## src/hdl/i2c_bus_pkg.sv

```systemverilog
`default_nettype none

package i2c_bus_pkg;

    ////////////////////////////////////////////////////////////
    // bit level operations
    ////////////////////////////////////////////////////////////

    typedef enum logic [2:0] {
        op_start,
        op_restart,
        op_send_bit,
        op_receive_bit,
        op_stop
    } bit_op_t;

    // one bit is split into four equal quarters
    typedef enum logic [1:0] {
        quarter_setup,
        quarter_rise,
        quarter_high,
        quarter_fall
    } quarter_t;

    ////////////////////////////////////////////////////////////
    // transfer sequencing
    ////////////////////////////////////////////////////////////

    typedef enum logic [3:0] {
        st_idle,
        st_start,
        st_address_write,
        st_address_ack,
        st_register,
        st_register_ack,
        st_data_write,
        st_data_ack,
        st_restart,
        st_address_read,
        st_address_read_ack,
        st_data_read,
        st_nack,
        st_stop
    } transfer_state_t;

    // sequencer to bit engine
    typedef struct packed {
        logic    valid;
        bit_op_t op;
        logic    sda;
    } bit_request_t;

    // bit engine to sequencer and read capture
    typedef struct packed {
        logic    done;
        logic    aborted;
        logic    sample_strobe;
        // operation the pulses belong to
        bit_op_t op;
    } bit_status_t;

endpackage

`default_nettype wire

```

## src/hdl/i2c_types_pkg.sv

```systemverilog
`default_nettype none

package i2c_types_pkg;

    ////////////////////////////////////////////////////////////
    // transaction fields
    ////////////////////////////////////////////////////////////

    // 7-bit target address, sent ahead of the direction bit
    typedef logic [6:0]  device_address_t;

    // register index inside the target
    typedef logic [7:0]  register_address_t;

    // one byte of write or read data
    typedef logic [7:0]  data_byte_t;

    // clocks per SCL quarter, minus one
    typedef logic [15:0] divider_t;

    // divider ticks spent waiting on a held SCL
    typedef logic [7:0]  stretch_count_t;

    ////////////////////////////////////////////////////////////
    // protocol constants
    ////////////////////////////////////////////////////////////

    // give up on a target that holds SCL low this long
    localparam stretch_count_t stretch_timeout_ticks = 8'd255;

    // direction bit after the address
    localparam logic read_bit  = 1'b1;
    localparam logic write_bit = 1'b0;

endpackage

`default_nettype wire

```

## src/hdl/i2c_read_capture.sv

```systemverilog
`default_nettype none

module i2c_read_capture (
    input  logic                      clock,
    input  logic                      reset_n,
    input  i2c_bus_pkg::bit_status_t  status,
    input  logic                      sda_in,
    output logic                      ack_received,
    output i2c_types_pkg::data_byte_t miso_data
);
    import i2c_bus_pkg::*;

    logic shift_enable;

    // only bits driven by the target go into the read byte
    assign shift_enable = status.sample_strobe && (status.op == op_receive_bit);

    ////////////////////////////////////////////////////////////
    // SDA sampling
    ////////////////////////////////////////////////////////////

    // low SDA in an ack slot means the target answered
    always_ff @(posedge clock) begin
        if (!reset_n) begin
            ack_received <= 1'b0;
        end else if (status.sample_strobe) begin
            ack_received <= !sda_in;
        end
    end

    // MSB first, complete after the eighth receive bit
    always_ff @(posedge clock) begin
        if (!reset_n) begin
            miso_data <= '0;
        end else if (shift_enable) begin
            miso_data <= {miso_data[6:0], sda_in};
        end
    end

    // the engine samples on a high SCL and aborts only on a held low one
    a_sample_not_abort: assert property (
        @(posedge clock) disable iff (!reset_n)
        !(status.sample_strobe && status.aborted)
    ) else $error("sample strobe and abort seen in the same cycle");

endmodule

`default_nettype wire

```

## config.mk

```make
export PLATFORM = sky130hd
export DESIGN_NAME = i2c_read_capture
export DESIGN_NICKNAME = d
export VERILOG_FILES = /design/src/hdl/i2c_bus_pkg.sv /design/src/hdl/i2c_types_pkg.sv /design/src/hdl/i2c_read_capture.sv
export SDC_FILE = /design/constraint.sdc
export NUM_CORES = 1
export LEC_CHECK = 0
export CORE_AREA = 5 5 42 44
export CTS_BUF_LIST = sky130_fd_sc_hd__clkbuf_2
export CTS_CLUSTER_DIAMETER = 80
export DETAILED_ROUTE_END_ITERATION = 12
export DIE_AREA = 0 0 47 49
export DONT_BUFFER_PORTS = 1
export GPL_TIMING_DRIVEN = 0
export PLACE_DENSITY_LB_ADDON = 0.3
export SYNTH_ARGS = -nofsm -noshare
export SYNTH_HDL_FRONTEND = slang
export SYNTH_SLANG_ARGS = --single-unit
```

## constraint.sdc

```tcl
create_clock -name clock -period 0.8 [get_ports clock]
set_input_delay 0.12 -clock clock [delete_from_list [all_inputs] [get_ports clock]]
set_output_delay 0.12 -clock clock [all_outputs]
set_load 0.005 [all_outputs]
```

### Word-level counts from Yosys, hierarchy flattened

Cells that the tools add are included.

| operators by class | value |
|---|---|
| reduce and logical (&&, ||, !) cells | 2 |
| equal/unequal tests | 1 |

Operator list:

| operator | number |
|---|---|
| $eq 3x2->1 const B | 1 |
| $logic_and 1x1->1 | 1 |
| $logic_not 1->1 | 1 |

| word-level totals | value |
|---|---|
| output and inout port bits | 9 |
| logic and storage cells | 5 |
| input port bits | 9 |
| register bits | 9 |

### Logic depth before layout (Yosys ltp)

| depth | value |
|---|---|
| word-level depth | 2 |
| mapped depth | 3 |
| depth with buffers taken out | 2 |

### Worst setup path after synthesis

OpenSTA, ideal clock, no wires.

| timing | value |
|---|---|
| kind | input-to-reg |
| from | input port status[2] in the netlist's numbering |
| to | register miso_data[0] |
| stages on the path | 3 |
| data arrival time | 542 ps |
| buffers on the path | 1 |
| slack | 139 ps |
| data required time | 681 ps |
| setup time | 119 ps |
| cells stage by stage | nand4b_1 > buf_6 > mux2i_1 |

| on the way | value |
|---|---|
| word-level cells in the longest chain between the ends | 2 |

Ends and longest elaborated chain:

| element | line | RTL |
|---|---|---|
| start: declaration | i2c_read_capture.sv:6 | `input i2c_bus_pkg::bit_status_t status,` |
| $eq 3x2->1 | i2c_read_capture.sv:16 | `assign shift_enable = status.sample_strobe && (status.op == op_receive_bit);` |
| $logic_and 1x1->1 | i2c_read_capture.sv:16 |  |
| end signal: assignment | i2c_read_capture.sv:36 | `miso_data <= {miso_data[6:0], sda_in};` |
| end: declaration | i2c_read_capture.sv:9 | `output i2c_types_pkg::data_byte_t miso_data` |

No other way between the ends.
A chain may end at the register's enable or synchronous reset.

### Worst setup path in the final report

| timing | value |
|---|---|
| from | register miso_data[3] |
| to | output port miso_data[3] |

No word-level cell between the ends.

==> qor.yml <==
status: "finished, final reports clean"
io_buffers: 0
drc: 0
num_io_pins: 18
dieArea_um2: 2300
drtIter0Drc: 3
cts.reportedPaths.clkPinSlew_ps: 110
yosysMostFrequentCell: "nand2_1"
grt_max_degree: 11
wl_per_cell_um: 13.8
grtUsageTotal: 0.0793
htreeDepth: 1
ant_nets: 0
pwr-share-clk: 0.370
critPathMaxFanout: 2
rows: 14
drive_gt1_frac: 0.189
syn_inst: 31
tightestPinTransition_ps: 134
grt_antenna_before_repair: 0
critPathRequiredTime_ps: 680
synthesis.area_um2: 333
grt_pass1_wl_mm: 1.22
viasPerCell: 4.51
fillCellCount: 163
ys_ff_latch: 9
first_pass_iters: 2
placed_cell_area_um2: 353
synth-seq-area-share: 0.541
insertion_delay_ps: 260
fin_worst_skew_ps: 12.0
p_switching_uw: 196
finalHoldViolations: 0
grt_pass1_vias: 282
core_area_um2: 1400
critPathKind: "reg2out"
syn_to_final_growth_pct: 18.4
pwr-share-seq: 0.584
cp_data_arrival_time_ps: 630
cts_setup_buffers: 0
power_density_nw_per_um2: 1980
peakVddDrop_uv: 822
dp_hpwl_um: 531
p_comb_frac: 0.046
cap_viol_max_count: 0
synthFlopType: "dfxtp_1"
yosysTopAreaCell: "dfxtp_1"
ys_top_cells_by_count: "10 x nand2_1, 9 x dfxtp_1, 8 x mux2i_1"
cts-root-buf: "clkbuf_2"
die_w_um: 47
synth.distinct_cells: 7
num_antenna_cells: 0
finalSetupTns_ps: 0
totalWireLength_um: 732
grt.overflow.total: 0
synth.top_cell.area_share: 0.541
fin_crit_ps: 752
cp-end-kind: "output pin"
fmax_mhz: 1330
start_kind: "flop"
cts-buffers-inserted: 3
setup_viol: 0
nets: 47
slew_headroom: 0.908
initial_core_util: 0.237
p_sw_frac: 0.250
clock-sinks: 9
synth_area_leaders: "dfxtp_1 54%, mux2i_1 24%, nand2_1 11%, buf_6 3.4%, o211a_1 3.0%"
cts_buffer_depth: 2
hold_class: "in2reg"
p_int_uw: 585
postSynthAreaPerCell_um2: 10.7
ys_warn_count: 0
vias: 239
async_reset_ff_frac: 0
tritoncts: "yes"
gp_congestion: 0.576
die_h_um: 49
rsz0062_at_grt: "no"
syn-num-nets: 40
timing.final.crit_share: 0.940
final_max_slew_viol_count: 0
synth-edff-count: 0
leakage_nw: 0.202
design_area_um2: 394
## metrics by stage
step | setup slack [ps] | util | instances | hold WS (ps) | total power, mW
after floorplan | 139 | - | 31 | 258 | 0.490
after global placement | 119 | 0.252 | 47 | 258 | 0.494
after detailed placement | 92.5 | 0.252 | 47 | 266 | 0.495
after CTS | 21.7 | 0.280 | 53 | 7.26 | 0.799
after global routing | 0.378 | 0.281 | 53 | 15.9 | 0.831
final | 47.9 | 0.281 | 53 | 21.7 | 0.781
## worst paths after layout
check	from	end	slack [ps]	cells past startpoint
min reg2reg	miso_data[1]	miso_data[2]	510	2
max reg2reg	ack_received	ack_received	150	1
min	status[3]	ack_received	20	2
max	miso_data[3]	miso_data[3]	50	0
## cell usage in the layout (no fill, tap or decap)
cell type	netlist	layout
nand2_1	10	10
o211a_1	1	1
dfxtp_2	0	1
clkbuf_2	0	3
clkinv_2	0	1
buf_2	1	1
nand4b_1	1	1
mux2i_1	8	8
dfxtp_1	9	8
dlygate4sd3_1	0	2
buf_6	1	1
## power by group through the flow
stage / Combinational, mW / Clock, mW / Sequential [mW]
finish: 0.0361 / 0.289 / 0.456
global placement: 0.0271 / 0 / 0.467
floorplan: 0.0242 / 0 / 0.465
global route: 0.0404 / 0.333 / 0.457
detailed placement: 0.0287 / 0 / 0.466
CTS: 0.0364 / 0.306 / 0.456
## area by class of cell
class	count	area, um2	area share
Timing Repair Buffer	2	20.0	0.0508
Sequential cell	9	181	0.460
Multi-Input combinational cell	20	136	0.346
Clock buffer	3	15.0	0.0381
Tap cell	16	20.0	0.0508
Clock inverter	1	5.00	0.0127
Buffer	2	16.3	0.0413
## state kept, by name, indices dropped and copies added, names as in the netlist
register and cells:
miso_data 8, ack_received 1
## what timing repair did
item | CTS | global route
hold endpoints to repair | 2 | 0
endpoints found under the setup margin | 0 | 1
gates resized for setup | 0 | 1
hold buffers | 2 | 0
## logic make-up after synthesis
kind of cell    synth area share
compound gates            0.0301
flops                      0.541
buf+inv                   0.0489
mux                        0.241
simple gates               0.139
## per-layer routing
layer / GRT usage / vias up / routed length (um)
met5: 0 / - / 0
met4: 0.0276 / 0 / 0
met3: 0.0775 / 0 / 112
met2: 0.115 / 13 / 366
met1: 0.0759 / 111 / 253
li1: - / 115 / -
No activity file was read; power rests on OpenSTA's default activity.
