File: src/hdl/i2c_bus_pkg.sv
`default_nettype none

package i2c_bus_pkg;

    ////////////////////////////////////////////////////////////
    // bit level operations
    ////////////////////////////////////////////////////////////

    typedef enum logic [2:0] {
        op_start,
        op_restart,
        op_send_bit,
        op_receive_bit,
        op_stop
    } bit_op_t;

    // one bit is split into four equal quarters
    typedef enum logic [1:0] {
        quarter_setup,
        quarter_rise,
        quarter_high,
        quarter_fall
    } quarter_t;

    ////////////////////////////////////////////////////////////
    // transfer sequencing
    ////////////////////////////////////////////////////////////

    typedef enum logic [3:0] {
        st_idle,
        st_start,
        st_address_write,
        st_address_ack,
        st_register,
        st_register_ack,
        st_data_write,
        st_data_ack,
        st_restart,
        st_address_read,
        st_address_read_ack,
        st_data_read,
        st_nack,
        st_stop
    } transfer_state_t;

    // sequencer to bit engine
    typedef struct packed {
        logic    valid;
        bit_op_t op;
        logic    sda;
    } bit_request_t;

    // bit engine to sequencer and read capture
    typedef struct packed {
        logic    done;
        logic    aborted;
        logic    sample_strobe;
        // operation the pulses belong to
        bit_op_t op;
    } bit_status_t;

endpackage

`default_nettype wire

File: src/hdl/i2c_types_pkg.sv
`default_nettype none

package i2c_types_pkg;

    ////////////////////////////////////////////////////////////
    // transaction fields
    ////////////////////////////////////////////////////////////

    // 7-bit target address, sent ahead of the direction bit
    typedef logic [6:0]  device_address_t;

    // register index inside the target
    typedef logic [7:0]  register_address_t;

    // one byte of write or read data
    typedef logic [7:0]  data_byte_t;

    // clocks per SCL quarter, minus one
    typedef logic [15:0] divider_t;

    // divider ticks spent waiting on a held SCL
    typedef logic [7:0]  stretch_count_t;

    ////////////////////////////////////////////////////////////
    // protocol constants
    ////////////////////////////////////////////////////////////

    // give up on a target that holds SCL low this long
    localparam stretch_count_t stretch_timeout_ticks = 8'd255;

    // direction bit after the address
    localparam logic read_bit  = 1'b1;
    localparam logic write_bit = 1'b0;

endpackage

`default_nettype wire

File: src/hdl/i2c_bit_engine.sv
`default_nettype none

module i2c_bit_engine (
    input  logic                      clock,
    input  logic                      reset_n,
    input  i2c_types_pkg::divider_t   divider,
    input  i2c_bus_pkg::bit_request_t request,
    input  logic                      scl_in,
    output i2c_bus_pkg::bit_status_t  status,
    output logic                      scl_drive_low,
    output logic                      sda_drive_low
);
    import i2c_types_pkg::*;
    import i2c_bus_pkg::*;

    divider_t       divider_count;
    logic           tick;
    logic           active;
    quarter_t       quarter;
    bit_op_t        op;
    logic           send_value;
    stretch_count_t stretch_count;
    stretch_count_t stretch_next;
    logic           stretch_expired;
    logic           data_op;
    logic           high_complete;

    assign tick            = active && (divider_count == divider);
    assign data_op         = (op == op_send_bit) || (op == op_receive_bit);
    assign stretch_next    = stretch_count + 1'b1;
    assign stretch_expired = (stretch_next == stretch_timeout_ticks);
    // SCL has been high for a whole quarter
    assign high_complete   = scl_in && (stretch_count == '0);

    always_comb begin
        status.done          = tick && (quarter == quarter_fall);
        status.aborted       = tick && (quarter == quarter_high) && !scl_in && stretch_expired;
        // SDA still valid, SCL has not been pulled low yet
        status.sample_strobe = tick && (quarter == quarter_high) && high_complete && data_op;
        status.op            = op;
    end

    ////////////////////////////////////////////////////////////
    // line levels
    ////////////////////////////////////////////////////////////

    // levels are held between operations, abort and reset leave op_stop
    always_comb begin
        scl_drive_low = 1'b0;
        sda_drive_low = 1'b0;
        case (op)
            op_start,
            op_restart: begin
                // SDA falls in the last quarter, SCL follows once finished
                scl_drive_low = ((quarter == quarter_setup) && (op == op_restart)) ||
                                !active;
                sda_drive_low = (quarter == quarter_fall);
            end
            op_stop: begin
                scl_drive_low = (quarter == quarter_setup);
                sda_drive_low = (quarter != quarter_fall);
            end
            op_send_bit: begin
                scl_drive_low = (quarter == quarter_setup) || (quarter == quarter_fall);
                sda_drive_low = !send_value;
            end
            default: begin
                scl_drive_low = (quarter == quarter_setup) || (quarter == quarter_fall);
            end
        endcase
    end

    ////////////////////////////////////////////////////////////
    // quarter timing and stretch timeout
    ////////////////////////////////////////////////////////////

    always_ff @(posedge clock) begin
        if (!reset_n) begin
            active        <= 1'b0;
            quarter       <= quarter_fall;
            op            <= op_stop;
            divider_count <= '0;
            stretch_count <= '0;
        end else begin
            if (tick) begin
                divider_count <= '0;
            end else if (active) begin
                divider_count <= divider_count + 1'b1;
            end

            if (request.valid && !active) begin
                active        <= 1'b1;
                quarter       <= quarter_setup;
                op            <= request.op;
                divider_count <= '0;
            end else if (tick) begin
                case (quarter)
                    quarter_setup: quarter <= quarter_rise;
                    quarter_rise: begin
                        quarter       <= quarter_high;
                        stretch_count <= '0;
                    end
                    quarter_high: begin
                        // target may still hold SCL low
                        if (high_complete) begin
                            quarter <= quarter_fall;
                        end else if (scl_in) begin
                            // SCL freed by the target gets one more full high quarter
                            stretch_count <= '0;
                        end else if (stretch_expired) begin
                            active  <= 1'b0;
                            op      <= op_stop;
                            quarter <= quarter_fall;
                        end else begin
                            stretch_count <= stretch_next;
                        end
                    end
                    default: active <= 1'b0;
                endcase
            end
        end
    end

    always_ff @(posedge clock) begin
        if (request.valid && !active) begin
            send_value <= request.sda;
        end
    end

    // SDA moves only under a low SCL except for start, restart and stop edges
    a_sda_stable_high: assert property (
        @(posedge clock) disable iff (!reset_n)
        !$stable(sda_drive_low) |-> $past(scl_drive_low) ||
                                    ((quarter == quarter_fall) && !data_op)
    ) else $error("SDA changed while SCL was high during a data bit");

endmodule

`default_nettype wire

File: config.mk
export PLATFORM = sky130hd
export DESIGN_NAME = i2c_bit_engine
export DESIGN_NICKNAME = d
export VERILOG_FILES = /design/src/hdl/i2c_bus_pkg.sv /design/src/hdl/i2c_types_pkg.sv /design/src/hdl/i2c_bit_engine.sv
export SDC_FILE = /design/constraint.sdc
export NUM_CORES = 1
export LEC_CHECK = 0
export ABC_AREA = 1
export BUFFER_PORTS_ARGS = -buffer_cell sky130_fd_sc_hd__buf_2
export CAP_MARGIN = 10
export CORE_ASPECT_RATIO = 0.6
export CORE_MARGIN = 3
export CORE_UTILIZATION = 57
export CTS_CLUSTER_DIAMETER = 80
export DETAILED_ROUTE_END_ITERATION = 7
export HOLD_SLACK_MARGIN = 0.02
export PLACE_DENSITY_LB_ADDON = 0.08
export SYNTH_ARGS = -nofsm -noshare
export SYNTH_HDL_FRONTEND = slang
export SYNTH_SLANG_ARGS = --single-unit
export TNS_END_PERCENT = 30
File: constraint.sdc
create_clock -name clock -period 5.5 [get_ports clock]
set_input_delay 0.55 -clock clock [delete_from_list [all_inputs] [get_ports clock]]
set_output_delay 0.55 -clock clock [all_outputs]
set_load 0.01 [all_outputs]
======== Word level (Yosys, flattened, before mapping) ========
Index checks and enable logic that the tools add are counted.
storage, ports and cells
  output and inout bits ................... 8
  register bits ........................... 31
  input bits .............................. 24
  logic and storage cells ................. 85
operators by class
  bitwise logic cells ..................... 2
  $add $sub $neg .......................... 2
  reductions and logical operators ........ 31
  muxes and demuxes ....................... 24
  eq/ne operators ......................... 20
operators by type and width
  operator                                       count
  2-to-1 mux 8 bit                               3
  2-to-1 mux 3 bit                               6
  adder 16 x 1 -> 16 bit, second input constant  1
  == test 16 bit                                 1
  one-hot mux 8 bit (2 select lines)             1
  AND reduction 5 bit                            3
  logical AND 1 bit                              10
  2-to-1 mux 2 bit                               5
  != test 3 x 2 -> 1 bit, second input constant  3
  adder 8 x 1 -> 8 bit, second input constant    1
  == test 8 bit, second input constant           1
  logical NOT 8 bit                              1
  != test 4 x 3 -> 1 bit, second input constant  2
  nonzero test 2 bit                             4
  == test 3 x 2 -> 1 bit, second input constant  2
  != test 2 x 1 -> 1 bit, second input constant  3
  one-hot mux 2 bit (3 select lines)             1
  2-to-1 mux 1 bit                               5
  == test 2 bit, second input constant           2
  != test 2 bit, second input constant           2
  one-hot mux 1 bit (2 select lines)             2
  AND reduction 4 bit                            1
  nonzero test 4 bit                             1
  OR reduction 2 bit                             2
  11 further kinds                               16

======== Longest topological paths before layout ========
Gate-level depths: netlist of run 1.
  depth in word-level cells ............... 8
  gate-level depth with buffers ........... 14
  mapped depth without buffers ............ 13

======== Worst setup path before layout of run 1 ========
Ideal clock, no wire load.
  path type ............................... input port to output port
  start ................................... input port divider[12]
  end ..................................... output port status[3] (netlist bit)
  data required time ...................... 4950 ps
  setup slack ............................. 3434 ps
  buffers on the path ..................... 0
  cell stages on the path ................. 6
  data arrival time ....................... 1516 ps
  cell sequence ........................... xnor2_1 > nand3_1 > nor4_1 > nand4_1 > or2_2 > nor2_1
RTL lines
  element      line                 RTL
  from (decl)  i2c_bit_engine.sv:6  input i2c_types_pkg::divider_t divider,
  to (decl)    i2c_bit_engine.sv:9  output i2c_bus_pkg::bit_status_t status,

==> results.yml, run 1 <==
run_status:
  outcome: "finished, final reports clean"
sta:
  worst_slew_pin_slew_ns: 0.716
  period_minus_slack_ns: 2.55
  hold_viol_final: 0
  finalHoldWorstSlack_ns: 0.439
  drv_slew: 0
  fin_worst_skew_ns: 0.00922
  finalCritPeriodShare_pct: 46.3
  tns_ns: 0
  fmax_ghz: 0.393
  relSlewSlack_pct: 52.2
  setup_viol: 0
  rsz0062_at_grt: "no"
route:
  wirelength_mm: 5.65
  drtPass1Iterations: 5
  drt_iter0_drc: 167
  avgViaCountPerCell: 5.19
  drc: 0
  wire_per_inst_microns: 12.6
  via_count: 2326
  postRouteAntennaNets: 0
clocking:
  clock_latency_ns: 0.28
  htreeDepth: 2
  hold_buffers: 0
  postCtsSetupRepairBufs: 0
  cts_tree: "done"
  clock-sinks: 31
  cts_made_buffers: 5
  clockBufferDepth: 2
  clk_pin_slew_ns: 0.07
  cts_resized: 0
  root_buffer: "clkbuf_8"
floorplan:
  chipHeight_microns: 55.1
  die_area_sq_um: 4840
  die-width_microns: 87.9
  io_pins: 32
  start_util_pct: 60.9
  num_rows: 17
  core_area_sq_um: 3760
worst_setup_path:
  worstSetupStartpointType: "register"
  critPathCaptureType: "output pin"
  worstPathArrival_ns: 2.00
  required_ns: 4.95
  cp_slowest_cell: "dfxtp_1"
  setup.worst_path.class: "reg2out"
  crit_path_max_fanout: 5
  critPathMostFrequentCell: "nand2_1"
  worstRegToRegCells: 8
  critPathMaxStageDelay_ns: 0.40
  crit_chain: "inv_1, nand2_1, nand2_1, nor4_1, nand4_1, or2_2, nor2_1, buf_2"
place:
  globalplace.congestion: 0.930
  io_buffers: 31
  dp_hpwl_mm: 4.25
synthesis:
  synth-seq-cells: 31
  syn_nets: 403
  synth_warnings: 0
  yosysSeqAreaShare_pct: 27.5
  synthCells: 370
  synth.distinct_cells: 33
  syn_area_sq_um: 2290
  synth.avg_cell_area_sq_um: 6.20
global_route:
  grt_pass1_vias: 2091
  antenna_found_initial: 0
  grt_start_max_net_pins: 17
  gr-usage-all-layers_pct: 25.2
  grt_remaining_overflow: 0
  grt_pass1_wl_mm: 9.46
cells_and_area:
  nets: 433
  fillCellCount: 347
  drive_gt1_share_pct: 14.5
  syn_to_final_growth_pct: 11.1
  multiInputGateArea_sq_um: 1410
  regArea_sq_um: 631
  n_antenna_cell: 0
min_path:
  min_path_cells: 1
  hold_path_class: "in2reg"
pwr:
  pwr_density_cell_nw_per_um2: 205
  leakagePower_uw: 0.00114
  vdd_drop_max_mv: 0.157
job:
  max_cap_violations: 0
-- final cells by class --
type	count	area share, %
sequential	31	24.8
tap	47	2.31
timing repair buffer	31	6.09
clock buffer	8	3.93
multi-input combinational	279	55.2
inverter	52	7.67
-- state kept, by name, indices dropped and copies added (netlist names) --
| name | count |
|---|---|
| quarter | 2 |
| divider_count | 16 |
| active | 1 |
| send_value | 1 |
| op | 3 |
| stretch_count | 8 |
-- Yosys cell counts --
library cell,instances,area [sq um]
nor3_1,11,55.1
nor4_2,1,12.5
nor2_2,3,18.8
xnor2_1,4,35.0
nor3_2,1,10.0
nor4_1,4,25.0
dfxtp_1,30,601
nand3_1,31,155
ha_1,9,113
nand3b_1,2,15.0
nor2_4,1,11.3
nand4_1,8,50.1
or2_2,3,18.8
a31oi_1,2,12.5
inv_2,1,3.75
o21a_1,1,7.51
xor2_1,6,52.6
buf_4,3,22.5
o21ai_0,5,25.0
inv_1,51,191
a21oi_1,19,95.1
or2_0,2,12.5
clkbuf_2,1,5.00
nand2_1,107,402
buf_2,2,10.0
edfxtp_1,1,30.0
nand3_2,4,40.0
o311ai_0,2,17.5
nand2_2,5,31.3
nand2_4,1,11.3
o21bai_1,1,7.51
nor2_1,46,173
buf_6,2,22.5
-- per-layer routing --
metal	share of wire, %	up-vias	GRT usage (%)
li1	-	1232	-
met1	54	1022	37.4
met2	39	68	37.1
met3	6.3	4	5.33
met4	0.37	0	5.87
met5	0	-	0
-- worst paths after layout --
kind / to / slack, ns / from
worst min-delay path: send_value / 0.44 / request[0]
worst max register to register: divider_count[10] / 3.43 / divider_count[7]
worst max-delay path: status[4] / 2.95 / divider_count[2]
worst min register to register: quarter[1] / 0.51 / quarter[1]
-- cell usage in the layout, fill, tap and decap left out, drive strengths merged --
master / instances
nor2: 50
xor2: 6
dfxtp: 30
nor4: 5
or2: 5
nand3b: 2
edfxtp: 1
a21oi: 19
nor3: 12
nand4: 8
nand3: 35
o21a: 1
ha: 9
a31oi: 2
buf: 31
xnor2: 4
inv: 52
clkbuf: 8
o311ai: 2
o21ai: 5
o21bai: 1
nand2: 113
-- through the flow --
step	total power (uW)	instances	util [%]	worst slack [ns]	instance area (sq um)
2_1_floorplan	297	370	-	3.43	2290
3_3_place_gp	321	440	65.0	3.16	2450
3_5_place_dp	323	440	65.0	3.11	2450
4_1_cts	526	448	67.6	2.96	2550
5_1_grt	549	448	67.6	2.71	2550
6_report	523	448	67.6	2.95	2550
-- kinds of logic after synthesis --
group,count (synthesis),synth area share (%)
AND/OR/NAND/NOR,230,45.4
flip-flops,31,27.5
AO/OA/AOI/OAI,30,7.21
buffers and inverters,60,11.1
adder cells (fa/ha/maj),9,4.91
XOR/XNOR,10,3.82
-- report_power, final --
group	switching, uW	internal [uW]
clock	89.0	114
combinational	51.2	30.6
sequential	6.87	231
total	147	376
-- worst max-delay path, delay by kind of cell, from the launching register on --
kind	cells	cell delay [ns]
simple gates	6	1.08
flops	1	0.40
buf+inv	2	0.24
Note: power is estimated with default switching activity, not from simulation.
==> inputs of run 2 (changes only) <==
--- a/config.mk
+++ b/config.mk
@@ -10,7 +10,7 @@
 export CAP_MARGIN = 10
 export CORE_ASPECT_RATIO = 0.6
 export CORE_MARGIN = 3
-export CORE_UTILIZATION = 57
+export CORE_UTILIZATION = 52
 export CTS_CLUSTER_DIAMETER = 80
 export DETAILED_ROUTE_END_ITERATION = 7
 export HOLD_SLACK_MARGIN = 0.02
==> constraint.sdc (replaced) <==
create_clock -name clock -period 2.3 [get_ports clock]
set_input_delay 0.23 -clock clock [delete_from_list [all_inputs] [get_ports clock]]
set_output_delay 0.23 -clock clock [all_outputs]
set_load 0.01 [all_outputs]
==> run 2 against run 1 <==
- sequential power is 140% higher
- first-iteration DRC count up 23%
- routed wire length is 2.1% lower
- sequential share of layout area fell by 0.34 points
- non-clock buffer count increased by 4
- clock skew is 0.0035 ns lower
- global-route usage shrank 3.4 points
- hold slack worse by 0.33 ns
- combinational power grew 150%
- critical path depth is the same
- die area rose by 8.8%
- critical endpoint is now status[3]
==> results.yml, run 2 (synthesized netlist as in run 1, its figures left out) <==
run_status:
  outcome: "finished, final reports clean"
pwr:
  pwr_density_cell_nw_per_um2: 481
  vdd_drop_max_mv: 0.287
  finalPower_uw: 1260
  leakagePower_uw: 0.00117
worst_setup_path:
  path_buf_inv: 2
  cp_slowest_cell: "dfxtp_2"
  worstPathArrival_ns: 1.93
  setup.worst_path.class: "reg2out"
  crit_path_max_fanout: 5
  crit_chain: "inv_1, nand2_1, o21ai_0, nor4_2, nand4_1, or2_2, nor2_1, buf_2"
  critPathMaxStageDelay_ns: 0.37
  required_ns: 2.07
  critPathCaptureType: "output pin"
  crit_family: "simple AND/OR/NAND/NOR gates"
  worstSetupStartpointType: "register"
clocking:
  htreeDepth: 2
  clock-sinks: 31
  clk_pin_slew_ns: 0.07
  clockBufferDepth: 2
  cts_tree: "done"
  cts_made_buffers: 5
  clock_latency_ns: 0.29
  root_buffer: "clkbuf_8"
place:
  globalplace.congestion: 0.870
  io_buffers: 31
  dp_hpwl_mm: 4.14
  placed_area_sq_um: 2480
min_path:
  hold_path_class: "in2reg"
sta:
  relSlewSlack_pct: 62.4
  hold_viol_final: 0
  worst_slew_pin_slew_ns: 0.562
  drv_slew: 0
  fmax_ghz: 0.462
  setup_viol: 0
  fin_worst_skew_ns: 0.00567
  finalCritPeriodShare_pct: 94.1
  period_minus_slack_ns: 2.16
global_route:
  grt_remaining_overflow: 0
  grt_start_max_net_pins: 17
  antenna_found_initial: 0
  grt_pass1_vias: 1943
  gr-usage-all-layers_pct: 21.9
  grt_pass1_wl_mm: 9.14
route:
  drtPass1Iterations: 5
  wirelength_mm: 5.53
  avgViaCountPerCell: 5.06
  via_count: 2355
  drt_iter0_drc: 206
  postRouteAntennaNets: 0
  wire_per_inst_microns: 11.9
  drc: 0
floorplan:
  die_area_sq_um: 5270
  core_area_sq_um: 4170
  chipHeight_microns: 57.4
  die-width_microns: 91.7
  num_rows: 18
  start_util_pct: 55.0
  io_pins: 32
cells_and_area:
  largest_reg_flops: 16
  drive_gt1_share_pct: 18.0
  top_regs: "divider_count x16, stretch_count x8, op x3"
  finish.instance_area_sq_um: 2620
  mostFrequentLayoutCells: "107 x nand2_1, 51 x inv_1, 46 x nor2_1, 31 x nand3_1, 31 x buf_2"
  n_antenna_cell: 0
  nets: 437
  syn_to_final_growth_pct: 14.4
  largest-register: "divider_count"
  mostFrequentLayoutCell: "nand2_1"
job:
  max_cap_violations: 0
## run 2: report_power, final
part / internal [uW] / switching (uW) / total, uW
Sequential: 552 / 14.6 / 567
Clock: 273 / 217 / 491
Combinational: 78.0 / 125 / 203
## run 2: metal layers
metal,vias to the layer above,track usage [%],share of wire [%]
met3,7,5.14,7.1
met2,83,28.3,37
met4,0,6.34,1.2
met1,1021,34.9,55
li1,1244,-,-
met5,-,0,0
## run 2: area by class of cell
| type | count | area (sq um) |
|---|---|---|
| fillers | 384 | 1540 |
| multi-input cells | 279 | 1430 |
| flip-flops and latches | 31 | 641 |
| inverters | 52 | 195 |
| repair buffers | 35 | 185 |
| clock buffers | 8 | 100 |
| well taps | 60 | 75.1 |
## run 2: path summary, 6_finish.rpt
kind                     start               end  slack [ns]  cells past startpoint
max          divider_count[13]         status[3]        0.14                      8
min                 request[0]        send_value        0.11                      1
max reg2reg   stretch_count[1]  stretch_count[0]        0.39                     10
min reg2reg         quarter[1]        quarter[1]        0.50                      2
## run 2: per-stage QoR
stage          hold WS [ns]  TNS (ns)  setup WS [ns]  instances  utilization, %
5_1_grt               0.111   -0.0240        -0.0240        465            62.9
3_5_place_dp          0.409         0          0.353        456            59.6
2_1_floorplan         0.329         0          0.569        370               -
3_3_place_gp          0.406         0          0.376        456            59.6
4_1_cts               0.104         0         0.0216        464            62.0
6_report              0.111         0          0.136        465            62.9
## run 2: timing repair
action | in CTS | in global routing
setup endpoints to repair | 0 | 2
hold buffers | 0 | 0
hold endpoints to repair | 0 | 0
setup buffers | 0 | 1
gates resized for setup | 0 | 11
