## src/hdl/i2c_bus_pkg.sv

```systemverilog
`default_nettype none

package i2c_bus_pkg;

    ////////////////////////////////////////////////////////////
    // bit level operations
    ////////////////////////////////////////////////////////////

    typedef enum logic [2:0] {
        op_start,
        op_restart,
        op_send_bit,
        op_receive_bit,
        op_stop
    } bit_op_t;

    // one bit is split into four equal quarters
    typedef enum logic [1:0] {
        quarter_setup,
        quarter_rise,
        quarter_high,
        quarter_fall
    } quarter_t;

    ////////////////////////////////////////////////////////////
    // transfer sequencing
    ////////////////////////////////////////////////////////////

    typedef enum logic [3:0] {
        st_idle,
        st_start,
        st_address_write,
        st_address_ack,
        st_register,
        st_register_ack,
        st_data_write,
        st_data_ack,
        st_restart,
        st_address_read,
        st_address_read_ack,
        st_data_read,
        st_nack,
        st_stop
    } transfer_state_t;

    // sequencer to bit engine
    typedef struct packed {
        logic    valid;
        bit_op_t op;
        logic    sda;
    } bit_request_t;

    // bit engine to sequencer and read capture
    typedef struct packed {
        logic    done;
        logic    aborted;
        logic    sample_strobe;
        // operation the pulses belong to
        bit_op_t op;
    } bit_status_t;

endpackage

`default_nettype wire

```

## src/hdl/i2c_types_pkg.sv

```systemverilog
`default_nettype none

package i2c_types_pkg;

    ////////////////////////////////////////////////////////////
    // transaction fields
    ////////////////////////////////////////////////////////////

    // 7-bit target address, sent ahead of the direction bit
    typedef logic [6:0]  device_address_t;

    // register index inside the target
    typedef logic [7:0]  register_address_t;

    // one byte of write or read data
    typedef logic [7:0]  data_byte_t;

    // clocks per SCL quarter, minus one
    typedef logic [15:0] divider_t;

    // divider ticks spent waiting on a held SCL
    typedef logic [7:0]  stretch_count_t;

    ////////////////////////////////////////////////////////////
    // protocol constants
    ////////////////////////////////////////////////////////////

    // give up on a target that holds SCL low this long
    localparam stretch_count_t stretch_timeout_ticks = 8'd255;

    // direction bit after the address
    localparam logic read_bit  = 1'b1;
    localparam logic write_bit = 1'b0;

endpackage

`default_nettype wire

```

## src/hdl/i2c_transfer_sequencer.sv

```systemverilog
`default_nettype none

module i2c_transfer_sequencer (
    input  logic                             clock,
    input  logic                             reset_n,
    input  logic                             enable,
    input  logic                             read_write,
    input  i2c_types_pkg::device_address_t   device_address,
    input  i2c_types_pkg::register_address_t register_address,
    input  i2c_types_pkg::data_byte_t        mosi_data,
    input  i2c_bus_pkg::bit_status_t         status,
    input  logic                             ack_received,
    output i2c_bus_pkg::bit_request_t        request,
    output logic                             busy
);
    import i2c_types_pkg::*;
    import i2c_bus_pkg::*;

    transfer_state_t   state;
    logic              in_flight;
    logic [2:0]        bit_count;
    logic              byte_state;
    logic              last_bit;

    data_byte_t        shift_byte;
    device_address_t   saved_device;
    register_address_t saved_register;
    data_byte_t        saved_data;
    logic              saved_read;

    assign byte_state = (state == st_address_write) || (state == st_register) ||
                        (state == st_data_write) || (state == st_address_read) ||
                        (state == st_data_read);
    assign last_bit   = (bit_count == 3'd7);

    ////////////////////////////////////////////////////////////
    // next bit operation
    ////////////////////////////////////////////////////////////

    // one request per bit, issued once the engine has finished the last one
    always_comb begin
        request.valid = (state != st_idle) && !in_flight;
        request.op    = op_send_bit;
        // ack slots and the final nack leave SDA released
        request.sda   = 1'b1;
        case (state)
            st_start:       request.op = op_start;
            st_restart:     request.op = op_restart;
            st_stop:        request.op = op_stop;
            st_data_read:   request.op = op_receive_bit;
            st_address_write,
            st_register,
            st_data_write,
            st_address_read: request.sda = shift_byte[7];
            default: ;
        endcase
    end

    ////////////////////////////////////////////////////////////
    // transfer FSM
    ////////////////////////////////////////////////////////////

    always_ff @(posedge clock) begin
        if (!reset_n) begin
            state     <= st_idle;
            in_flight <= 1'b0;
            bit_count <= '0;
            busy      <= 1'b0;
        end else begin
            busy <= (state != st_idle);

            if (request.valid) begin
                in_flight <= 1'b1;
            end
            if (status.done || status.aborted) begin
                in_flight <= 1'b0;
            end

            if (status.aborted) begin
                // timed out on a stretch, no stop condition
                state <= st_idle;
            end else if (state == st_idle) begin
                bit_count <= '0;
                if (enable) begin
                    state <= st_start;
                end
            end else if (status.done) begin
                if (byte_state) begin
                    bit_count <= bit_count + 3'd1;
                end
                case (state)
                    st_start:            state <= st_address_write;
                    st_address_write:    if (last_bit) state <= st_address_ack;
                    st_address_ack:      state <= ack_received ? st_register : st_stop;
                    st_register:         if (last_bit) state <= st_register_ack;
                    st_register_ack: begin
                        if (!ack_received) begin
                            state <= st_stop;
                        end else begin
                            state <= saved_read ? st_restart : st_data_write;
                        end
                    end
                    st_data_write:       if (last_bit) state <= st_data_ack;
                    st_data_ack:         state <= st_stop;
                    st_restart:          state <= st_address_read;
                    st_address_read:     if (last_bit) state <= st_address_read_ack;
                    st_address_read_ack: state <= ack_received ? st_data_read : st_stop;
                    st_data_read:        if (last_bit) state <= st_nack;
                    st_nack:             state <= st_stop;
                    default:             state <= st_idle;
                endcase
            end
        end
    end

    // request fields and the outgoing shift register
    always_ff @(posedge clock) begin
        if (state == st_idle) begin
            saved_device   <= device_address;
            saved_register <= register_address;
            saved_data     <= mosi_data;
            saved_read     <= read_write;
        end
        if (status.done) begin
            case (state)
                st_start:        shift_byte <= {saved_device, write_bit};
                st_restart:      shift_byte <= {saved_device, read_bit};
                st_address_ack:  shift_byte <= saved_register;
                st_register_ack: shift_byte <= saved_data;
                default:         shift_byte <= {shift_byte[6:0], 1'b0};
            endcase
        end
    end

    // one operation at a time, a new one only after the engine reports back
    a_one_op_in_flight: assert property (
        @(posedge clock) disable iff (!reset_n)
        request.valid |=> (!request.valid until (status.done || status.aborted))
    ) else $error("bit request issued while an operation was in progress");

endmodule

`default_nettype wire

```

## config.mk

```make
export PLATFORM = sky130hd
export DESIGN_NAME = i2c_transfer_sequencer
export DESIGN_NICKNAME = d
export VERILOG_FILES = /design/src/hdl/i2c_bus_pkg.sv /design/src/hdl/i2c_types_pkg.sv /design/src/hdl/i2c_transfer_sequencer.sv
export SDC_FILE = /design/constraint.sdc
export NUM_CORES = 1
export LEC_CHECK = 0
export BUFFER_PORTS_ARGS = -buffer_cell sky130_fd_sc_hd__buf_2
export CAP_MARGIN = 25
export CORE_AREA = 2 2 73 75
export CTS_BUF_LIST = sky130_fd_sc_hd__clkbuf_8
export CTS_CLUSTER_SIZE = 40
export DETAILED_ROUTE_END_ITERATION = 6
export DIE_AREA = 0 0 75 77
export GPL_TIMING_DRIVEN = 0
export PLACE_DENSITY = 0.65
export SLEW_MARGIN = 20
export SYNTH_ARGS = -nofsm -noshare
export SYNTH_HDL_FRONTEND = slang
export SYNTH_SLANG_ARGS = --single-unit
```

## constraint.sdc

```tcl
create_clock -name clock -period 2.5 [get_ports clock]
set_input_delay 0.125 -clock clock [delete_from_list [all_inputs] [get_ports clock]]
set_output_delay 0.125 -clock clock [all_outputs]
set_load 0.05 [all_outputs]
```

=== Yosys cells after proc, flatten, opt, wreduce, memory -nomap -nowiden ===
Index checks and enable logic that the tools add are counted.

* $add $sub $neg: 1
* Eq/ne operators: 20
* Multiplexer cells: 19
* Bitwise operators: 2
* Reduce and logical (&&, ||, !) cells: 17

{| class="wikitable"
|+ Operators by type and width
! cell !! count
|-
| two-way mux 4 bit || 11
|-
| one-hot mux 4 bit (11 select lines) || 1
|-
| one-hot mux 8 bit (4 select lines) || 1
|-
| == test 4 bit (second input constant) || 6
|-
| == test 4 x 3 -> 1 bit (second input constant) || 4
|-
| != test 3 x 2 -> 1 bit (second input constant) || 5
|-
| two-way mux 3 bit || 4
|-
| one-hot mux 3 bit (4 select lines) || 1
|-
| == test 4 x 2 -> 1 bit (second input constant) || 2
|-
| AND reduction 7 bit || 1
|-
| OR reduction 2 bit || 3
|-
| logical OR 1 bit || 5
|-
| == test 4 x 1 -> 1 bit (second input constant) || 1
|-
| zero test 4 bit || 1
|-
| nonzero test 2 bit || 2
|-
| nonzero test 4 bit || 1
|-
| OR reduction 4 bit || 1
|-
| adder 3 x 1 -> 3 bit (second input constant) || 1
|-
| == test 3 bit (second input constant) || 1
|-
| AND reduction 3 bit || 1
|-
| != test 2 bit (second input constant) || 1
|-
| NOT 1 bit || 2
|-
| logical AND 1 bit || 1
|-
| zero test 1 bit || 1
|-
| two-way mux 1 bit || 1
|}

* Register bits after elaboration: 41
* Input bits: 34
* Output and inout bits: 6
* Logic and storage cells: 68

=== Longest topological paths before layout ===
Gate-level depths: netlist of the first run.

* Word-level depth: 8
* Depth in mapped cells: 7
* Depth with buffers taken out: 6

=== Worst setup path after synthesis of the first run ===
No wires, ideal clock.

* Path type: reg2reg
* Start: register state[0]
* End: register state[0]
* Library setup time: 122 ps
* Arrival: 2181 ps
* Slack: 197 ps
* Cell stages (with the launch flop): 6
* Clock period less this slack: 2303 ps
* Path through: dfxtp_1 > clkbuf_2 > nor4_4 > mux2_4 > o21ai_2 > o311a_1

* Longest elaborated chain between the ends: 5
* Elaborated cells between the ends (all ways): 25
* Classes of those cells: eq/ne (18); mux (3); reduce/logical (4)

{| class="wikitable"
|+ Ends and longest elaborated chain
! item !! RTL line !! source
|-
| start: declaration || i2c_transfer_sequencer.sv:19 || <nowiki>transfer_state_t state;</nowiki>
|-
| start signal: assignment || i2c_transfer_sequencer.sv:65 || <nowiki>state <= st_idle;</nowiki>
|-
| start signal: assignment || i2c_transfer_sequencer.sv:81 || <nowiki>state <= st_idle;</nowiki>
|-
| start signal: assignment || i2c_transfer_sequencer.sv:85 || <nowiki>state <= st_start;</nowiki>
|-
| == test 4 bit or == test 4 x 3 -> 1 bit (tied branches) || i2c_transfer_sequencer.sv:91 || <nowiki>case (state)</nowiki>
|-
| OR reduction 2 bit (no source line) || -- ||
|-
| one-hot mux 4 bit (11 select lines) || i2c_transfer_sequencer.sv:91 ||
|-
| two-way mux 4 bit || i2c_transfer_sequencer.sv:87 || <nowiki>end else if (status.done) begin</nowiki>
|-
| two-way mux 4 bit || i2c_transfer_sequencer.sv:82 || <nowiki>end else if (state == st_idle) begin</nowiki>
|}

Several ways; a longest one is shown, not always the timed one. The select of a mux whose other input is x is not followed.
A chain may end at the register's enable or synchronous reset.

==> impl_metrics.yaml, run 1 <==
logic_synthesis:
  synthCells: 182
  syn_area_sq_mm: 0.00198
  synth.avg_cell_area_sq_um: 10.9
  yosysWarningCount: 0
  yosys_register_bits: 41
  synth_seq_area_share_pct: 57.8
  synth_cell_types: 39
  syn-num-nets: 218
timing:
  relSlewSlack_pct: 64.9
  slew_viol_final: 0
  rsz0062_at_grt: "false"
  hold_slack_ns: 0.0113
  max_freq_mhz: 469
  fin_crit_sh_pct: 85.3
  final.setup_skew_ns: 0.0116
  setup_viol: 0
  hold_viol_final: 0
  tightestPinTransition_ns: 0.527
  final.setup.tns_ns: 0
  fin_crit_ns: 2.13
cts:
  ctsResizeCount: 0
  cts_tree: "yes"
  clk_pin_slew_worst_paths_ns: 0.08
  root_buffer: "clkbuf_8"
  cts_buffer_depth: 2
  cts_sinks: 41
  h-tree-depth: 2
  postCtsSetupRepairBufs: 0
  cts-buffers-inserted: 5
  worst_skew_pair.late_latency_ns: 0.29
  ctsHoldBuffers: 9
die:
  initial_core_util_pct: 39.7
  rows: 26
  io-pin-count: 40
  core_sq_mm: 0.00498
  die_w_microns: 75
  die_area_sq_mm: 0.00578
  die_h_microns: 77
critical_path:
  path_class: "reg -> out"
  worstPathMaxFanout: 10
  critPathCaptureType: "primary output"
  cp_slowest_cell: "dfxtp_1"
  cp_top_family: "buffers and inverters"
  startpoint_type: "flip-flop"
  worst_ep_arrival_time_ns: 2.01
  cp.required_ns: 2.38
  critPathMaxStageDelay_ns: 0.46
  cp_common_cell: "clkbuf_1"
  worstPathBufferInverterCount: 3
  crit_chain: "clkbuf_1 -> clkbuf_1 -> and3_1 -> buf_2"
finish:
  final_layout_size_suffix_gt1_share_pct: 23.2
  num_antenna_cells: 0
  synthToLayoutAreaGrowth_pct: 23.9
  finalNetCount: 272
power_and_ir_drop:
  ir_worst_vdd_uv: 358
  power_density_mw_per_mm2: 562
  static-leakage-power_uw: 0.000940
detailed_routing:
  firstDrtPassIters: 4
  via_count: 1561
  avgRoutedWirePerCell_microns: 13.9
  drt_iter0_markers: 144
  wl_mm: 4.28
  drc: 0
  vias_per_cell: 5.08
  ant_nets: 0
placed_design:
  place_congestion: 0.885
  dp_hpwl_mm: 2.92
  io_buffers: 35
global_routing:
  grt_max_degree: 15
  grt_overflow_total: 0
  grt_pass1_vias: 1414
  track_usage_pct: 15.6
  grt_pass1_wl_mm: 6.73
  grt_antenna_before_repair: 0
outcome:
  status: "complete, no violations"
hold_path:
  hp-class: "in -> reg"
flow_run:
  drv_cap: 0
## kinds of logic (layout without fill, tap and decap cells)
family | count (synthesis) | count (layout) | share of synthesized area [%]
AO/OA/AOI/OAI | 64 | 64 | 20.3
flip-flops | 41 | 41 | 57.8
buffers and inverters | 18 | 73 | 3.80
AND/OR/NAND/NOR | 53 | 53 | 14.6
XOR/XNOR | 1 | 1 | 0.443
multiplexers | 3 | 3 | 1.77
adder cells (fa/ha/maj) | 2 | 2 | 1.27
## where the power goes
group | total (uW) | switching (uW) | internal [uW]
clock | 444 | 224 | 220
combinational | 135 | 74.4 | 60.2
sequential | 798 | 13.5 | 784
## cells in the mapped netlist
cell / number / share of area (%)
a211oi_1: 1 / 0.38
a21boi_0: 2 / 0.76
a21oi_1: 12 / 3.0
a21oi_2: 1 / 0.44
a221oi_1: 1 / 0.44
a22oi_1: 8 / 3.0
a31oi_1: 3 / 0.95
a32oi_1: 1 / 0.44
and2_1: 1 / 0.32
and2b_1: 1 / 0.38
and3_1: 2 / 0.63
buf_1: 1 / 0.19
buf_2: 4 / 1.0
clkbuf_1: 4 / 0.76
clkbuf_2: 2 / 0.51
dfxtp_1: 9 / 9.1
edfxtp_1: 32 / 49
ha_1: 2 / 1.3
inv_1: 7 / 1.3
mux2_4: 1 / 0.76
mux2i_1: 2 / 1.0
nand2_1: 12 / 2.3
nand2b_1: 5 / 1.6
nand3b_1: 2 / 0.76
nor2_1: 11 / 2.1
nor2b_1: 13 / 4.1
nor3_1: 3 / 0.76
nor4_4: 1 / 1.1
o211ai_1: 7 / 2.7
o21ai_0: 22 / 5.6
o21ai_2: 1 / 0.44
o22a_1: 1 / 0.44
o22ai_1: 1 / 0.32
o2bb2ai_1: 1 / 0.44
o311a_1: 1 / 0.51
o32ai_1: 1 / 0.44
or2_2: 1 / 0.32
or3_1: 1 / 0.32
xnor2_1: 1 / 0.44
## layout make-up
class                   instances  area [sq um]
flip-flops and latches         41          1140
clock buffers                   6          82.6
repair buffers                 47           290
multi-input cells             123           759
well taps                      70          87.6
clock inverters                 2          11.3
fillers                       454          2530
inverters                       7          26.3
plain buffers                  11          48.8
## placed cells by master (no fill, tap or decap), types with 3 or more instances in the layout
cell / count
a22oi_1: 8
nor3_1: 3
a21oi_1: 12
clkbuf_8: 6
o211ai_1: 7
clkbuf_1: 4
nand2_1: 12
nor2_1: 11
buf_2: 39
dfxtp_1: 9
a31oi_1: 3
dlygate4sd3_1: 10
o21ai_0: 22
inv_1: 8
edfxtp_1: 32
nand2b_1: 5
nor2b_1: 13
## registers in the layout (all words and copies together), names as in the netlist, 3 cells and up
name,count
bit_count,3
saved_data,8
saved_device,7
saved_register,8
shift_byte,8
state,4
## worst paths after layout
kind	start	to	slack [ns]	cells past startpoint
setup / recovery	state[3]	request[3]	0.37	4
hold / removal	device_address[6]	saved_device[6]	0.01	1
setup reg to reg	state[1]	shift_byte[4]	0.60	7
hold reg to reg	in_flight	in_flight	0.46	2
## metal layers
metal	track usage (%)	vias up	routed length (microns)
met5	0	-	0
met4	5.89	0	72
met3	2.89	7	240
met2	23.9	54	2120
met1	21.5	718	1850
li1	-	782	-
## through the flow
step                instances  utilization, %  cell area [sq um]  total power (uW)  worst slack (ns)
global route              307            49.2               2450              1430             0.234
CTS                       306            49.0               2440              1390             0.363
finish                    307            49.2               2450              1380             0.367
global placement          287            45.0               2240               929            -0.278
detailed placement        289            45.3               2250               934             0.634
floorplan                 182               -               1980               881             0.197
No activity file was read; power rests on OpenSTA's default activity.
==> inputs of run 2 (changes only) <==
Settings changed: PLACE_DENSITY 0.65 to 0.67.
Clock period 2.5 ns to 1.94 ns, I/O delays scaled along.
==> run 2 against run 1 <==
  * Clock-buffer cell count decreased by 1
  * Via count increased by 2.9%
  * Combinational power increased by 44%
  * Setup slack got worse by 0.26 ns
  * Clock power increased by 13%
  * First-iteration DRC count decreased by 4.9%
  * Largest power group unchanged
  * Highest routed layer unchanged
  * Critical endpoint is now request[2]
==> impl_metrics.yaml, run 2 (synthesis gave the netlist of run 1 again) <==
detailed_routing:
  avgRoutedWirePerCell_microns: 13.3
  vias_per_cell: 5.02
  firstDrtPassIters: 4
  wl_mm: 4.26
  via_count: 1606
  ant_nets: 0
  drt_iter0_markers: 137
  drc: 0
outcome:
  status: "complete, no violations"
die:
  initial_core_util_pct: 39.7
  io-pin-count: 40
  die_w_microns: 75
  core_sq_mm: 0.00498
  die_area_sq_mm: 0.00578
  rows: 26
  die_h_microns: 77
cts:
  worst_skew_pair.late_latency_ns: 0.29
  postCtsSetupRepairBufs: 0
  clk_pin_slew_worst_paths_ns: 0.07
  cts-buffers-inserted: 5
  root_buffer: "clkbuf_8"
  cts_sinks: 41
  h-tree-depth: 2
  cts_buffer_depth: 2
  cts_tree: "yes"
placed_design:
  io_buffers: 35
  place_congestion: 0.880
  dp_hpwl_mm: 2.84
  placed_area_sq_mm: 0.00226
power_and_ir_drop:
  switching_share_pct: 22.0
  ir_worst_vdd_uv: 572
  internal_power_uw: 1340
  power_density_mw_per_mm2: 665
  power_frac_comb_pct: 11.3
  p_sw_uw: 378
  static-leakage-power_uw: 0.00101
  pwr-share-clk_pct: 29.1
  seq_power_share_pct: 59.7
  power_uw: 1720
global_routing:
  grt_pass1_wl_mm: 7.27
  grt_antenna_before_repair: 0
  track_usage_pct: 16.6
  grt_overflow_total: 0
  grt_pass1_vias: 1569
  grt_max_degree: 16
critical_path:
  cp.required_ns: 1.84
  worstPathMaxFanout: 10
  critPathCaptureType: "primary output"
  cp_top_family: "buffers and inverters"
  cp_slowest_cell: "dfxtp_1"
  worstPathBufferInverterCount: 3
  worst_ep_arrival_time_ns: 1.73
  crit_chain: "buf_2 -> buf_2 -> nor3_1 -> o21ai_1 -> buf_2"
  critPathMaxStageDelay_ns: 0.41
  startpoint_type: "flip-flop"
  cp_common_cell: "buf_2"
  path_class: "reg -> out"
flow_run:
  drv_cap: 0
timing:
  max_freq_mhz: 547
  rsz0062_at_grt: "false"
  fin_crit_ns: 1.83
  tightestPinTransition_ns: 0.545
  slew_viol_final: 0
  final.setup_skew_ns: 0.00883
  hold_viol_final: 0
  relSlewSlack_pct: 63.7
  setup_viol: 0
  fin_crit_sh_pct: 94.2
  hold_slack_ns: 0.0862
  final.setup.tns_ns: 0
finish:
  layout_commonest_cell: "buf_2"
  final_layout_size_suffix_gt1_share_pct: 22.8
  synthToLayoutAreaGrowth_pct: 31.0
  fillerInstances: 431
  num_antenna_cells: 0
  finalInstanceArea_sq_mm: 0.00259
  final_cell_mix: "buf_2, edfxtp_1, dlygate4sd3_1"
  reg_top3: "saved_data (8), saved_register (8), shift_byte (8)"
  seq_area_sq_mm: 0.00114
  multiInputGateArea_sq_um: 766
  finalNetCount: 286
hold_path:
  hp-class: "in -> reg"
-- run 2: cell type report --
type                    instances  share of cell area (%)
multi-input cells             123                    29.6
well taps                      70                    3.38
clock inverters                 2                   0.290
flip-flops and latches         41                    44.1
plain buffers                  11                    2.37
inverters                       7                    1.01
clock buffers                   5                    2.66
repair buffers                 61                    16.6
-- run 2: worst paths after layout --
kind | startpoint | endpoint | slack (ns) | depth (start not counted)
worst max-delay path | state[2] | request[2] | 0.11 | 5
worst min-delay path | reset_n | busy | 0.09 | 2
worst max register to register | state[2] | shift_byte[4] | 0.15 | 7
worst min register to register | in_flight | in_flight | 0.46 | 2
-- run 2: power by group through the flow --
stage | clock network [uW] | registers, uW | logic, uW
global route | 550 | 1030 | 215
floorplan | 0 | 1040 | 91.6
global placement | 0 | 1050 | 150
CTS | 521 | 1030 | 192
finish | 500 | 1030 | 195
detailed placement | 0 | 1050 | 155
-- run 2: timing repair --
action	in CTS	in global routing
hold buffers	24	0
setup endpoints to repair	2	5
hold endpoints to repair	24	0
gates resized for setup	2	3
-- run 2: metal layers --
layer / vias to the layer above / part of all wire, % / global-route usage, %
met5: - / 0 / 0
met4: 0 / 3.0 / 8.39
met3: 7 / 6.3 / 3.68
met2: 54 / 49 / 25.1
met1: 737 / 42 / 22.1
li1: 808 / - / -
-- run 2: through the flow --
| step | utilization, % | instances | worst slack, ns |
|---|---|---|---|
| 4_1_cts | 51.9 | 320 | 0.0155 |
| 5_1_grt | 52.0 | 320 | 0.000370 |
| 2_1_floorplan | - | 182 | -0.302 |
| 3_3_place_gp | 45.1 | 287 | -0.742 |
| 3_5_place_dp | 45.5 | 289 | 0.101 |
| 6_report | 52.0 | 320 | 0.112 |
==> inputs of run 3 (changes only) <==
Settings changed: RECOVER_POWER set to 50.
==> run 3 against run 2 <==
  * Worst hold slack barely moved
  * Total power barely moved
  * Combinational power barely moved
  * Via count rose by 0.12%
  * Clock-buffer cell count did not move
  * Critical path depth did not move
  * First-iteration DRC count did not move
  * Fmax barely moved
  * Global-route usage did not move
  * Critical path type unchanged
  * Largest cell class unchanged
  * Highest routed layer unchanged
==> impl_metrics.yaml, run 3 (synthesis gave the netlist of run 1 again) <==
detailed_routing:
  wl_mm: 4.27
  firstDrtPassIters: 4
  via_count: 1608
  drt_iter0_markers: 137
  avgRoutedWirePerCell_microns: 13.3
  ant_nets: 0
  vias_per_cell: 5.03
  drc: 0
finish:
  reg_top3: "saved_data (8), saved_register (8), shift_byte (8)"
  final_cells: 320
  final_layout_size_suffix_gt1_share_pct: 22.0
  num_antenna_cells: 0
  final_util_pct: 52.0
  synthToLayoutAreaGrowth_pct: 30.9
  finalInstanceArea_sq_mm: 0.00259
  layout_commonest_cell: "buf_2"
  finalNetCount: 286
  final_cell_mix: "buf_2, edfxtp_1, dlygate4sd3_1"
die:
  core_sq_mm: 0.00498
  die_h_microns: 77
  die_area_sq_mm: 0.00578
  die_w_microns: 75
  initial_core_util_pct: 39.7
  io-pin-count: 40
  rows: 26
timing:
  relSlewSlack_pct: 50.5
  slew_viol_final: 0
  hold_slack_ns: 0.0861
  tightestPinTransition_ns: 0.743
  fin_crit_sh_pct: 94.2
  setup_viol: 0
  fin_crit_ns: 1.83
  max_freq_mhz: 547
  rsz0062_at_grt: "false"
  final.setup_skew_ns: 0.00932
  hold_viol_final: 0
hold_path:
  min_to: "busy"
  hold_start: "reset_n"
  hp-class: "in -> reg"
  whs_path_depth: 2
cts:
  h-tree-depth: 2
  worst_skew_pair.late_latency_ns: 0.29
  cts_tree: "yes"
  cts-buffers-inserted: 5
  root_buffer: "clkbuf_8"
  cts_buffer_depth: 2
  clk_pin_slew_worst_paths_ns: 0.07
  postCtsSetupRepairBufs: 0
  cts_sinks: 41
critical_path:
  crit_start: "state[2]"
  crit_chain: "buf_2 -> buf_2 -> nor3_1 -> o21ai_1 -> buf_2"
  startpoint_type: "flip-flop"
  worst_ep_arrival_time_ns: 1.73
  ff2ff_setup_slack_ns: 0.15
  worstPathMaxFanout: 10
  cp.required_ns: 1.84
  cp_slowest_cell: "dfxtp_1"
  path_class: "reg -> out"
  worstPathBufferInverterCount: 3
  rr_worst_depth: 7
  critPathCaptureType: "primary output"
  cp_top_family: "buffers and inverters"
  r2r_end: "shift_byte[4]"
  cp_common_cell: "buf_2"
  rr_startpoint: "state[2]"
  critPathMaxStageDelay_ns: 0.41
global_routing:
  grt_pass1_wl_mm: 7.27
  use_met1_pct: 22.1
  use_met2_pct: 25.1
  grt_pass1_vias: 1569
  grt_overflow_total: 0
  use_met3_pct: 3.68
  busiest_layer: "met2"
  grt_max_degree: 16
  track_usage_pct: 16.6
  grt_antenna_before_repair: 0
placed_design:
  placed_area_sq_mm: 0.00226
  dp_cells: 289
  io_buffers: 35
  dp_hpwl_mm: 2.84
  place_congestion: 0.880
power_and_ir_drop:
  power_density_mw_per_mm2: 666
  internal_power_uw: 1340
  switching_share_pct: 22.0
  ir_worst_vdd_uv: 573
  seq_power_share_pct: 59.6
  pwr-share-clk_pct: 29.1
  power_uw: 1720
  p_sw_uw: 380
  static-leakage-power_uw: 0.00100
  power_frac_comb_pct: 11.3
flow_run:
  drv_cap: 0
outcome:
  status: "complete, no violations"
[run 3: cell types whose count changed in the layout (fill, tap and decap cells not counted)]
cell / change
buf_2: -2
clkbuf_1: +2
[run 3: layout make-up]
cell class	count	area, sq um
flip-flops and latches	41	1140
clock inverters	2	7.51
repair buffers	61	428
inverters	7	26.3
well taps	70	87.6
clock buffers	5	68.8
plain buffers	11	61.3
multi-input cells	123	766
fillers	433	2390
[run 3: power groups by stage]
| stage | combinational (uW) | clock, uW | sequential [uW] |
|---|---|---|---|
| global route | 215 | 550 | 1030 |
| floorplan | 91.6 | 0 | 1040 |
| CTS | 192 | 521 | 1030 |
| detailed placement | 155 | 0 | 1050 |
| finish | 194 | 502 | 1030 |
| global placement | 150 | 0 | 1050 |
[run 3: layer usage]
| layer | part of all wire [%] | up-vias | wire [microns] |
|---|---|---|---|
| met4 | 3.0 | 0 | 127 |
| met1 | 42 | 739 | 1790 |
| met2 | 49 | 54 | 2080 |
| li1 | - | 808 | - |
| met3 | 6.2 | 7 | 266 |
| met5 | 0 | - | 0 |
[run 3: per-stage QoR]
stage	TNS, ns	setup WS, ns
6_report	0	0.112
2_1_floorplan	-0.693	-0.302
5_1_grt	0	0.000370
3_5_place_dp	0	0.101
3_3_place_gp	-11.08	-0.742
4_1_cts	0	0.0155
[run 3: timing repair]
| item | in CTS | in global routing |
|---|---|---|
| hold buffers | 24 | 0 |
| setup endpoints to repair | 2 | 5 |
| hold endpoints to repair | 24 | 0 |
| gates resized for setup | 2 | 3 |
| gates cloned | 0 | 0 |
[run 3: worst reg2reg max path, stage by stage, from the launching register on]
cell	delay, ns
dfxtp_1	0.41
buf_2	0.25
nor2b_1	0.15
clkbuf_1	0.33
nand2_1	0.10
o211ai_1	0.10
o21ai_0	0.10
o21ai_0	0.19
[run 3: how the worst max path moves through the flow]
stage	cells past startpoint	endpoint	slack, ns
6_report	5	request[2]	0.11
5_1_grt	7	shift_byte[7]	0.0004
4_1_cts	4	request[3]	0.02
3_5_place_dp	5	shift_byte[4]	0.10
3_3_place_gp	5	state[0]	-0.74
2_1_floorplan	5	state[0]	-0.30
